File: config.mk
export PLATFORM = sky130hd
export DESIGN_NAME = decoder
export DESIGN_NICKNAME = d
export VERILOG_FILES = /design/src/rtl/rv_pkg.sv /design/src/rtl/decoder.sv
export SDC_FILE = /design/constraint.sdc
export NUM_CORES = 1
export LEC_CHECK = 0
export BUFFER_PORTS_ARGS = -buffer_cell sky130_fd_sc_hd__buf_4
export CAP_MARGIN = 10
export CORE_ASPECT_RATIO = 0.6
export CORE_UTILIZATION = 33
export DETAILED_ROUTE_END_ITERATION = 10
export PLACE_DENSITY = 0.81
export SLEW_MARGIN = 20
export SYNTH_ARGS = -nofsm -noshare
export SYNTH_HDL_FRONTEND = slang
export SYNTH_SLANG_ARGS = --single-unit
File: constraint.sdc
create_clock -name vclk -period 1.7
set_clock_uncertainty 0.2 [all_clocks]
set_input_delay 0.255 -clock vclk [all_inputs]
set_output_delay 0.255 -clock vclk [all_outputs]
set_load 0.03 [all_outputs]
File: src/rtl/rv_pkg.sv
`default_nettype none

package rv_pkg;

    localparam int unsigned XLEN       = 32;
    localparam int unsigned REG_AWIDTH = 5;

    localparam logic [11:0] CSR_STATUS_ADDR = 12'h51e;  // status csr, drives csr_o
    localparam int unsigned DMEM_SEL_BIT    = 28;       // address bit that selects dmem

    // major opcodes of the supported RV32I subset
    typedef enum logic [6:0] {
        OP     = 7'b0110011,
        OP_IMM = 7'b0010011,
        LUI    = 7'b0110111,
        AUIPC  = 7'b0010111,
        LOAD   = 7'b0000011,
        STORE  = 7'b0100011,
        BRANCH = 7'b1100011,
        JAL    = 7'b1101111,
        JALR   = 7'b1100111,
        SYSTEM = 7'b1110011
    } opcode_e;

    typedef enum logic [3:0] {
        ALU_ADD    = 4'd0,
        ALU_SUB    = 4'd1,
        ALU_SLL    = 4'd2,
        ALU_SLT    = 4'd3,
        ALU_SLTU   = 4'd4,
        ALU_XOR    = 4'd5,
        ALU_SRL    = 4'd6,
        ALU_SRA    = 4'd7,
        ALU_OR     = 4'd8,
        ALU_AND    = 4'd9,
        ALU_PASS_B = 4'd10   // lui
    } alu_op_e;

    typedef enum logic [1:0] {
        WB_ALU = 2'd0,
        WB_MEM = 2'd1,
        WB_PC4 = 2'd2   // link value for jal/jalr
    } wb_sel_e;

endpackage

`default_nettype wire

File: src/rtl/decoder.sv
`timescale 1ns/1ns
`default_nettype none

module decoder (
    input  wire [rv_pkg::XLEN-1:0]          inst_i,
    output rv_pkg::opcode_e                 opcode_o,
    output logic [rv_pkg::REG_AWIDTH-1:0]   rs1_o,
    output logic [rv_pkg::REG_AWIDTH-1:0]   rs2_o,
    output logic [rv_pkg::REG_AWIDTH-1:0]   rd_o,
    output logic [rv_pkg::XLEN-1:0]         imm_o,
    output rv_pkg::alu_op_e                 alu_op_o,
    output logic                            alu_src_imm_o,
    output rv_pkg::wb_sel_e                 wb_sel_o,
    output logic                            reg_we_o,
    output logic [2:0]                      funct3_o,
    output logic                            csr_hit_o
);

    rv_pkg::opcode_e opcode;
    logic [2:0]      funct3;

    assign opcode = rv_pkg::opcode_e'(inst_i[6:0]);
    assign funct3 = inst_i[14:12];

    assign opcode_o = opcode;
    assign funct3_o = funct3;
    assign rs1_o    = inst_i[19:15];
    assign rs2_o    = inst_i[24:20];
    assign rd_o     = inst_i[11:7];

    // csrrw / csrrwi to the status register only
    assign csr_hit_o = (opcode == rv_pkg::SYSTEM) && (funct3[1:0] == 2'b01)
                       && (inst_i[31:20] == rv_pkg::CSR_STATUS_ADDR);

    always_comb begin
        case (opcode)
            rv_pkg::STORE:  imm_o = {{20{inst_i[31]}}, inst_i[31:25], inst_i[11:7]};
            rv_pkg::BRANCH: imm_o = {{19{inst_i[31]}}, inst_i[31], inst_i[7],
                                     inst_i[30:25], inst_i[11:8], 1'b0};
            rv_pkg::LUI,
            rv_pkg::AUIPC:  imm_o = {inst_i[31:12], 12'b0};
            rv_pkg::JAL:    imm_o = {{11{inst_i[31]}}, inst_i[31], inst_i[19:12],
                                     inst_i[20], inst_i[30:21], 1'b0};
            rv_pkg::SYSTEM: imm_o = {27'b0, inst_i[19:15]};   // zimm for csrrwi
            default:        imm_o = {{20{inst_i[31]}}, inst_i[31:20]};
        endcase
    end

    always_comb begin
        alu_op_o      = rv_pkg::ALU_ADD;
        alu_src_imm_o = 1'b1;
        wb_sel_o      = rv_pkg::WB_ALU;
        reg_we_o      = 1'b0;
        case (opcode)
            rv_pkg::OP, rv_pkg::OP_IMM: begin
                alu_src_imm_o = (opcode == rv_pkg::OP_IMM);
                reg_we_o      = 1'b1;
                case (funct3)
                    3'b000: alu_op_o = (opcode == rv_pkg::OP && inst_i[30]) ?
                                       rv_pkg::ALU_SUB : rv_pkg::ALU_ADD;
                    3'b001: alu_op_o = rv_pkg::ALU_SLL;
                    3'b010: alu_op_o = rv_pkg::ALU_SLT;
                    3'b011: alu_op_o = rv_pkg::ALU_SLTU;
                    3'b100: alu_op_o = rv_pkg::ALU_XOR;
                    3'b101: alu_op_o = inst_i[30] ? rv_pkg::ALU_SRA : rv_pkg::ALU_SRL;
                    3'b110: alu_op_o = rv_pkg::ALU_OR;
                    default: alu_op_o = rv_pkg::ALU_AND;
                endcase
            end
            rv_pkg::LUI: begin
                alu_op_o = rv_pkg::ALU_PASS_B;
                reg_we_o = 1'b1;
            end
            rv_pkg::AUIPC: reg_we_o = 1'b1;   // pc + imm, operand a picked in execute
            rv_pkg::LOAD: begin
                wb_sel_o = rv_pkg::WB_MEM;
                reg_we_o = 1'b1;
            end
            rv_pkg::JAL, rv_pkg::JALR: begin
                wb_sel_o = rv_pkg::WB_PC4;
                reg_we_o = 1'b1;
            end
            rv_pkg::BRANCH: alu_src_imm_o = 1'b0;
            default: ;   // store, system and unknown write no register
        endcase
    end

endmodule

`default_nettype wire

* Word-level counts from Yosys, hierarchy flattened
Cells that the tools add are included.
** Storage, ports and cells
- Word-level logic and storage cells :: 34
- Input port bits :: 32
- Memory bits (writable) :: 0
- ROM bits :: 0
- Register bits after elaboration :: 0
- Bits in latches :: 0
- Memories kept :: 0
- Output and inout bits :: 66
** Cells by class
- Shifts and indexed selects :: 0
- Multiplexer cells :: 8
- Equality and inequality tests :: 18
- Bitwise gates (word level) :: 0
- Divide/modulo/power cells :: 0
- $add $sub $neg :: 0
- Reductions and logical operators :: 8
- $lt $le $gt $ge :: 0
- Multiply operators :: 0
** Operator list (number)
- one-hot mux 32 bit (5 select lines) :: 1
- equality test 7 bit (second input constant) :: 4
- one-hot mux 4 bit (7 select lines) :: 1
- equality test 7 x 6 -> 1 bit (second input constant) :: 3
- equality test 7 x 5 -> 1 bit (second input constant) :: 2
- equality test 12 x 11 -> 1 bit (second input constant) :: 1
- equality test 3 bit (second input constant) :: 3
- one-hot mux 4 bit (2 select lines) :: 1
- equality test 7 x 2 -> 1 bit (second input constant) :: 1
- OR reduction 7 bit :: 1
- equality test 3 x 2 -> 1 bit (second input constant) :: 2
- OR reduction 2 bit :: 3
- one-hot mux 2 bit (2 select lines) :: 1
- equality test 3 x 1 -> 1 bit (second input constant) :: 1
- logical AND 1 bit :: 3
- zero test 3 bit :: 1
- two-way mux 1 bit :: 3
- equality test 2 x 1 -> 1 bit (second input constant) :: 1
- one-hot mux 1 bit (2 select lines) :: 1

* Logic depth before layout (Yosys ltp)
Gate-level depths: netlist of run 1.
- Depth after elaboration :: 5
- Mapped depth :: 7
- Gate-level depth less buffers :: 4

* Least setup slack after synthesis of run 1
OpenSTA, ideal clock, no wires.
- Kind :: input to output
- Start point :: in inst_i[3] (netlist name)
- End point :: out reg_we_o
- Slack :: -0.873 ns
- Required time :: 1.245 ns
- Cell stages on the path :: 4
- Path buffers :: 0
- Arrival :: 2.118 ns
- Cell sequence :: nand3b_1 nor2_1 nor4b_1 or4_1
** Between the ends
- Cells in the longest elaborated chain, start to end :: 3
- Elaborated cells between the ends (all ways) :: 9
- Those cells by class :: eq/ne: 7; mux: 1; reduce/logical: 1
** Ends and longest elaborated chain
- start, declared :: RTL line decoder.sv:5 : input wire [rv_pkg::XLEN-1:0] inst_i,
- equality test 7 x 5 -> 1 bit (tied with other cells) :: RTL line decoder.sv:54 : case (opcode)
- OR reduction 7 bit (no line) (*)
- two-way mux 1 bit (*) :: RTL line decoder.sv:54
- end, declared :: RTL line decoder.sv:14 : output logic reg_we_o,
Every way passes the cells marked *; elsewhere a longest branch is shown, timed or not.

* Final worst setup path of run 1
- Start point :: in inst_i[3] (netlist name)
- End point :: out imm_o[8] (netlist name)
** Between the ends
- Cells in the longest elaborated chain, start to end :: 3
- Elaborated cells between the ends (all ways) :: 8
- Those cells by class :: eq/ne: 6; mux: 1; reduce/logical: 1
** Ends and longest elaborated chain
- equality test 7 x 5 -> 1 bit or equality test 7 x 6 -> 1 bit (tied branches) :: RTL line decoder.sv:36 : case (opcode)
- OR reduction 2 bit :: RTL line decoder.sv:36
- one-hot mux 32 bit (5 select lines) (*) :: RTL line decoder.sv:36
- end, declared :: RTL line decoder.sv:10 : output logic [rv_pkg::XLEN-1:0] imm_o,
Marks and branches as above.

==> results.cfg, run 1 <==
[outcome]
outcome = finished, violations left
violations = negative setup slack

[die]
dieArea_um2 = 2900
initial_utilization_pct = 35.1
ioPinCount = 98
floorplan.core_area_um2 = 2520
chipWidth_um = 68.8
floorplan.die.height_um = 42.1
placementRows = 14

[route]
vias_per_cell = 6.22
drc = 0
avgRoutedWirePerCell_um = 25.2
route.vias.total = 1703
drt-pass1-iter-count = 4
route.final.wire_length_um = 6890
detailedRoute.firstIterationViolations = 174
detail-route-antenna-nets = 0

[timing]
max_clock_freq_mhz = 491
final_period_minus_worst_setup_slack_ns = 2.04
setup_viol_count_final = 39
final_min_period_over_clock_period_pct = 120
worst_slack_ns = -0.338
transition_time_at_the_pin_with_the_least_slew_margin_ns = 0.372
final_max_slew_viol_count = 0
finalHoldViolCount = 0
grt_setup_unrepaired = yes
max_slew_margin_pct = 75.2

[global_routing]
grt_pass1_wl_um = 8210
grtUsageTotal_pct = 38.7
overflow = 0
grt_max_degree = 12
antenna_violations_before_repair = 0
first_global_vias = 1569

[logic_synthesis]
synth_sequential_area_ratio_pct = 0
synthDominantCellAreaShare_pct = 22.1
library_cell_with_the_highest_instance_count_after_synthesis = sky130_fd_sc_hd__buf_4
netlist_top_cells_area = sky130_fd_sc_hd__buf_4, sky130_fd_sc_hd__a21o_1, sky130_fd_sc_hd__and2b_1
yosysWarningCount = 0
avgSynthCellArea_um2 = 6.91
post-synth-top-area-cell = sky130_fd_sc_hd__buf_4
syn_nets = 160
synth_common_cells = sky130_fd_sc_hd__buf_4, sky130_fd_sc_hd__a21o_1, sky130_fd_sc_hd__nand2_1
synth_cell_types = 37
mappedNetlistArea_um2 = 885
post_synth_inst_count = 128

[finish]
area.sequential_um2 = 0
postLayoutCoreUtil_pct = 94.0
synthToLayoutAreaGrowth_pct = 168
antenna_cells = 0
sequential_cell_total = 0
nFillCells = 64
nNetsFinal = 276
num-clock-buffers = 0
drive_gt1_share_pct = 81.8
layout.cells.non_filler = 274

[place]
hpwl_um = 3360
place.detailed.instances = 260
gp_congestion = 0.796
numPortBuffers = 98

[power]
combinationalPowerShare_pct = 100.0
power_frac_seq_pct = 0
p_int_uw = 341
clock_power_share_pct = 0
irDropWorstVdd_v = 0.000209
cellPowerDensity_nw_per_um2 = 316
switching_power_uw = 408
switching_share_pct = 54.5
p_leak_nw = 1.18

[critical_path]
critPathRequiredTime_ns = 1.24
critical_path_arrival_ns = 1.58
worst-setup-path-type = input port to output port
worstSetupStartpointType = input port
worst_setup_path_end_kind = output port
critical_path_peak_fanout = 6

[clocking]
cts_hold_repair.buffers = 0

[worst_hold_path]
timing.hold.worst.class = input port to output port
holdPathStages = 2

[run]
cap_viol_max_count = 0
## power by group through the flow
stage / Sequential [mW] / Combinational, mW / Clock, mW
floorplan: 0 / 0.350 / 0
global placement: 0 / 0.568 / 0
detailed placement: 0 / 0.583 / 0
CTS: 0 / 0.673 / 0
global route: 0 / 0.765 / 0
finish: 0 / 0.750 / 0
## per-stage QoR
stage / setup TNS (ns) / worst slack (ns) / hold slack [ns] / cell area [um2] / power [mW]
6_report: -9.61 / -0.338 / 0.549 / 2370 / 0.750
5_1_grt: -10.23 / -0.354 / 0.550 / 2370 / 0.765
4_1_cts: -6.72 / -0.244 / 0.531 / 2220 / 0.673
3_5_place_dp: -8.84 / -0.327 / 0.539 / 1870 / 0.583
3_3_place_gp: -7.65 / -0.279 / 0.538 / 1870 / 0.568
2_1_floorplan: -1.21 / -0.127 / 0.360 / 1080 / 0.350
## repair_timing
item	in CTS	in global routing
pin swaps	16	10
setup endpoints to repair	38	39
cloned	1	1
resized for setup	70	27
buffers inserted	12	6
## cells in the final DEF, fill, tap and decap left out, types with 3 or more instances in the layout
cell type,synthesis,final
sky130_fd_sc_hd__nand2b_1,6,3
sky130_fd_sc_hd__and2b_1,6,6
sky130_fd_sc_hd__buf_4,26,87
sky130_fd_sc_hd__buf_8,0,5
sky130_fd_sc_hd__nor2_4,0,3
sky130_fd_sc_hd__a21o_4,0,14
sky130_fd_sc_hd__buf_6,3,49
sky130_fd_sc_hd__nand2b_4,0,3
sky130_fd_sc_hd__nand2_2,0,4
sky130_fd_sc_hd__a21o_1,19,5
sky130_fd_sc_hd__inv_1,4,3
sky130_fd_sc_hd__nor2_1,7,4
sky130_fd_sc_hd__o2bb2ai_4,0,3
sky130_fd_sc_hd__o21ai_0,6,3
sky130_fd_sc_hd__nor4_4,0,3
sky130_fd_sc_hd__nand2_1,10,5
sky130_fd_sc_hd__a22oi_2,0,3
## cells by family (layout without fill, tap and decap cells)
kind of cell / after synthesis / after routing / synth area share (%)
AND/OR/NAND/NOR: 53 / 55 / 37.5
AO/OA/AOI/OAI: 40 / 40 / 33.1
buffers and inverters: 34 / 146 / 28.1
multiplexers: 1 / 1 / 1.27
## worst max-delay path, stage by stage
cell and delay [ns]:
sky130_fd_sc_hd__buf_8 0.11, sky130_fd_sc_hd__nand3b_1 0.23, sky130_fd_sc_hd__buf_6 0.20, sky130_fd_sc_hd__a211oi_4 0.17, sky130_fd_sc_hd__buf_6 0.16, sky130_fd_sc_hd__buf_6 0.11, sky130_fd_sc_hd__and2b_1 0.20, sky130_fd_sc_hd__buf_6 0.14
## area by class of cell
class                           count  area, um2  share of cell area [%]
Inverter                            4       15.0                   0.633
Multi-Input combinational cell     96       1020                    42.8
Timing Repair Buffer              142       1300                    54.8
Tap cell                           32       40.0                    1.69
## per-layer routing
metal  vias to the layer above  routed length [um]  share of wire, %  track usage [%]
li1                        667                   -                 -                -
met1                       798                2510                36             46.8
met2                       184                3060                44             63.5
met3                        54                 810                12             7.34
met4                         0                 516               7.5             21.2
met5                         -                   0                 0                0
## final timing paths
check | startpoint | end | slack [ns]
max | inst_i[3] | imm_o[8] | -0.34
min | inst_i[1] | opcode_o[1] | 0.55
Power figures use the tool's default switching activity.
==> run 2: changes to the inputs <==
Settings changed: SETUP_SLACK_MARGIN set to 0.02.
==> run 2 against run 1 <==
  * The flow still finishes with violations (negative setup slack)
  * Combinational power is 1% higher
  * Power grew 1.4%
  * Count of clock-buffer cells in the layout did not move
  * Sequential share of layout area stayed put
  * First-iteration DRC count down 12%
  * Worst setup slack worse by 0.043 ns
  * Global-route usage up 1.6 points
  * Routed wire length rose by 4.6%
  * Cell count up 0.36%
  * Highest routed layer unchanged
==> results.cfg, run 2 (same netlist as run 1, synthesis figures left out) <==
[route]
detailedRoute.firstIterationViolations = 153
detail-route-antenna-nets = 0
vias_per_cell = 6.40
route.vias.total = 1760
avgRoutedWirePerCell_um = 26.2
drc = 0
drt-pass1-iter-count = 5
route.final.wire_length_um = 7210

[global_routing]
overflow = 0
antenna_violations_before_repair = 0
grtUsageTotal_pct = 40.4
grt_pass1_wl_um = 8500
first_global_vias = 1595
grt_max_degree = 12

[finish]
antenna_cells = 0
nNetsFinal = 277
synthToLayoutAreaGrowth_pct = 174
drive_gt1_share_pct = 81.9
layout_commonest_cell = sky130_fd_sc_hd__buf_4
num-clock-buffers = 0
postLayoutCoreUtil_pct = 96.1
multi_input_combinational_cell_area_um2 = 1050
nFillCells = 48
sequential_cell_total = 0
area.sequential_um2 = 0
mostFrequentLayoutCells = sky130_fd_sc_hd__buf_4, sky130_fd_sc_hd__buf_6, sky130_fd_sc_hd__a21o_4, sky130_fd_sc_hd__a21o_1, sky130_fd_sc_hd__and2b_1

[timing]
max_slew_margin_pct = 74.9
worst_hold_slack_ns = 0.544
finalHoldViolCount = 0
max_clock_freq_mhz = 481
worst_slack_ns = -0.380
setup_viol_count_final = 40
final_period_minus_worst_setup_slack_ns = 2.08
grt_setup_unrepaired = yes
transition_time_at_the_pin_with_the_least_slew_margin_ns = 0.374
final_min_period_over_clock_period_pct = 122
final_max_slew_viol_count = 0

[die]
floorplan.die.height_um = 42.1
floorplan.core_area_um2 = 2520
initial_utilization_pct = 35.1
dieArea_um2 = 2900
chipWidth_um = 68.8
ioPinCount = 98
placementRows = 14

[critical_path]
critPathRequiredTime_ns = 1.24
slowest_delay_ns = 0.36
list_of_cells_traversed_by_the_critical_path = buf_6, nand3b_1, o31ai_2, buf_4, nor3_4, buf_12, a21o_4, buf_6
critical_path_s_most_frequent_cell = sky130_fd_sc_hd__buf_6
critical_path_peak_fanout = 8
critical_path_arrival_ns = 1.63
worstSetupStartpointType = input port
worst_setup_path_end_kind = output port
worst-setup-path-type = input port to output port
crit_path_top_delay_cell = sky130_fd_sc_hd__o31ai_2

[power]
cellPowerDensity_nw_per_um2 = 314
switching_share_pct = 54.9
p_leak_nw = 1.21
switching_power_uw = 417
clock_power_share_pct = 0
power_frac_seq_pct = 0
irDropWorstVdd_v = 0.000226
p_int_uw = 343
combinationalPowerShare_pct = 100.0

[outcome]
outcome = finished, violations left
violations = negative setup slack

[run]
cap_viol_max_count = 0

[worst_hold_path]
timing.hold.worst.class = input port to output port

[place]
hpwl_um = 3150
numPortBuffers = 98
dpl_worst_slack_ns = -0.320
gp_congestion = 0.863
-- run 2: cell types whose count changed in the layout (fill, tap and decap cells not counted), sizes merged --
| cell | delta |
|---|---|
| buf | +1 |
-- run 2: final cells by class --
type                       instances  area share [%]
timing repair buffer             143            54.4
inverter                           4           0.620
multi-input combinational         96            43.4
tap                               32            1.65
-- run 2: through the flow --
| stage | instance area, um2 | setup TNS, ns | std cells | total power [mW] |
|---|---|---|---|---|
| CTS | 2240 | -6.44 | 270 | 0.668 |
| detailed placement | 1860 | -8.37 | 259 | 0.573 |
| global route | 2420 | -10.87 | 275 | 0.773 |
| floorplan | 1070 | -1.25 | 128 | 0.346 |
| global placement | 1860 | -7.47 | 259 | 0.561 |
| finish | 2420 | -10.30 | 275 | 0.760 |
-- run 2: path summary, 6_finish.rpt --
path  cells after the start           to  slack [ns]      start
max                       8    imm_o[18]       -0.38  inst_i[2]
min                       2  opcode_o[3]        0.54  inst_i[3]
-- run 2: repair_timing --
| item | in CTS | in global routing |
|---|---|---|
| gates resized for setup | 74 | 29 |
| pin swaps | 13 | 12 |
| setup endpoints to repair | 38 | 39 |
| buffers inserted | 13 | 6 |
| hold buffers | 0 | 0 |
| cloned | 1 | 1 |
-- run 2: worst max-delay path: cells and delay by family --
| family | cells | cell delay (ns) |
|---|---|---|
| and+or+nand+nor | 2 | 0.26 |
| buffers and inverters | 4 | 0.56 |
| AOI/OAI and AO/OA | 2 | 0.55 |
-- run 2: metal layers --
layer / global-route usage [%] / share of wire [%] / routed length (um) / vias to the layer above
li1: - / - / - / 670
met3: 10.9 / 12 / 867 / 75
met5: 0 / 0 / 0 / -
met4: 17.6 / 8.6 / 618 / 0
met2: 69.3 / 44 / 3200 / 200
met1: 46.0 / 35 / 2530 / 815
-- run 2: power groups by stage --
stage,combinational [mW],sequential (mW),clock [mW]
final,0.760,0,0
after floorplan,0.346,0,0
after global placement,0.561,0,0
after CTS,0.668,0,0
after detailed placement,0.573,0,0
after global routing,0.773,0,0
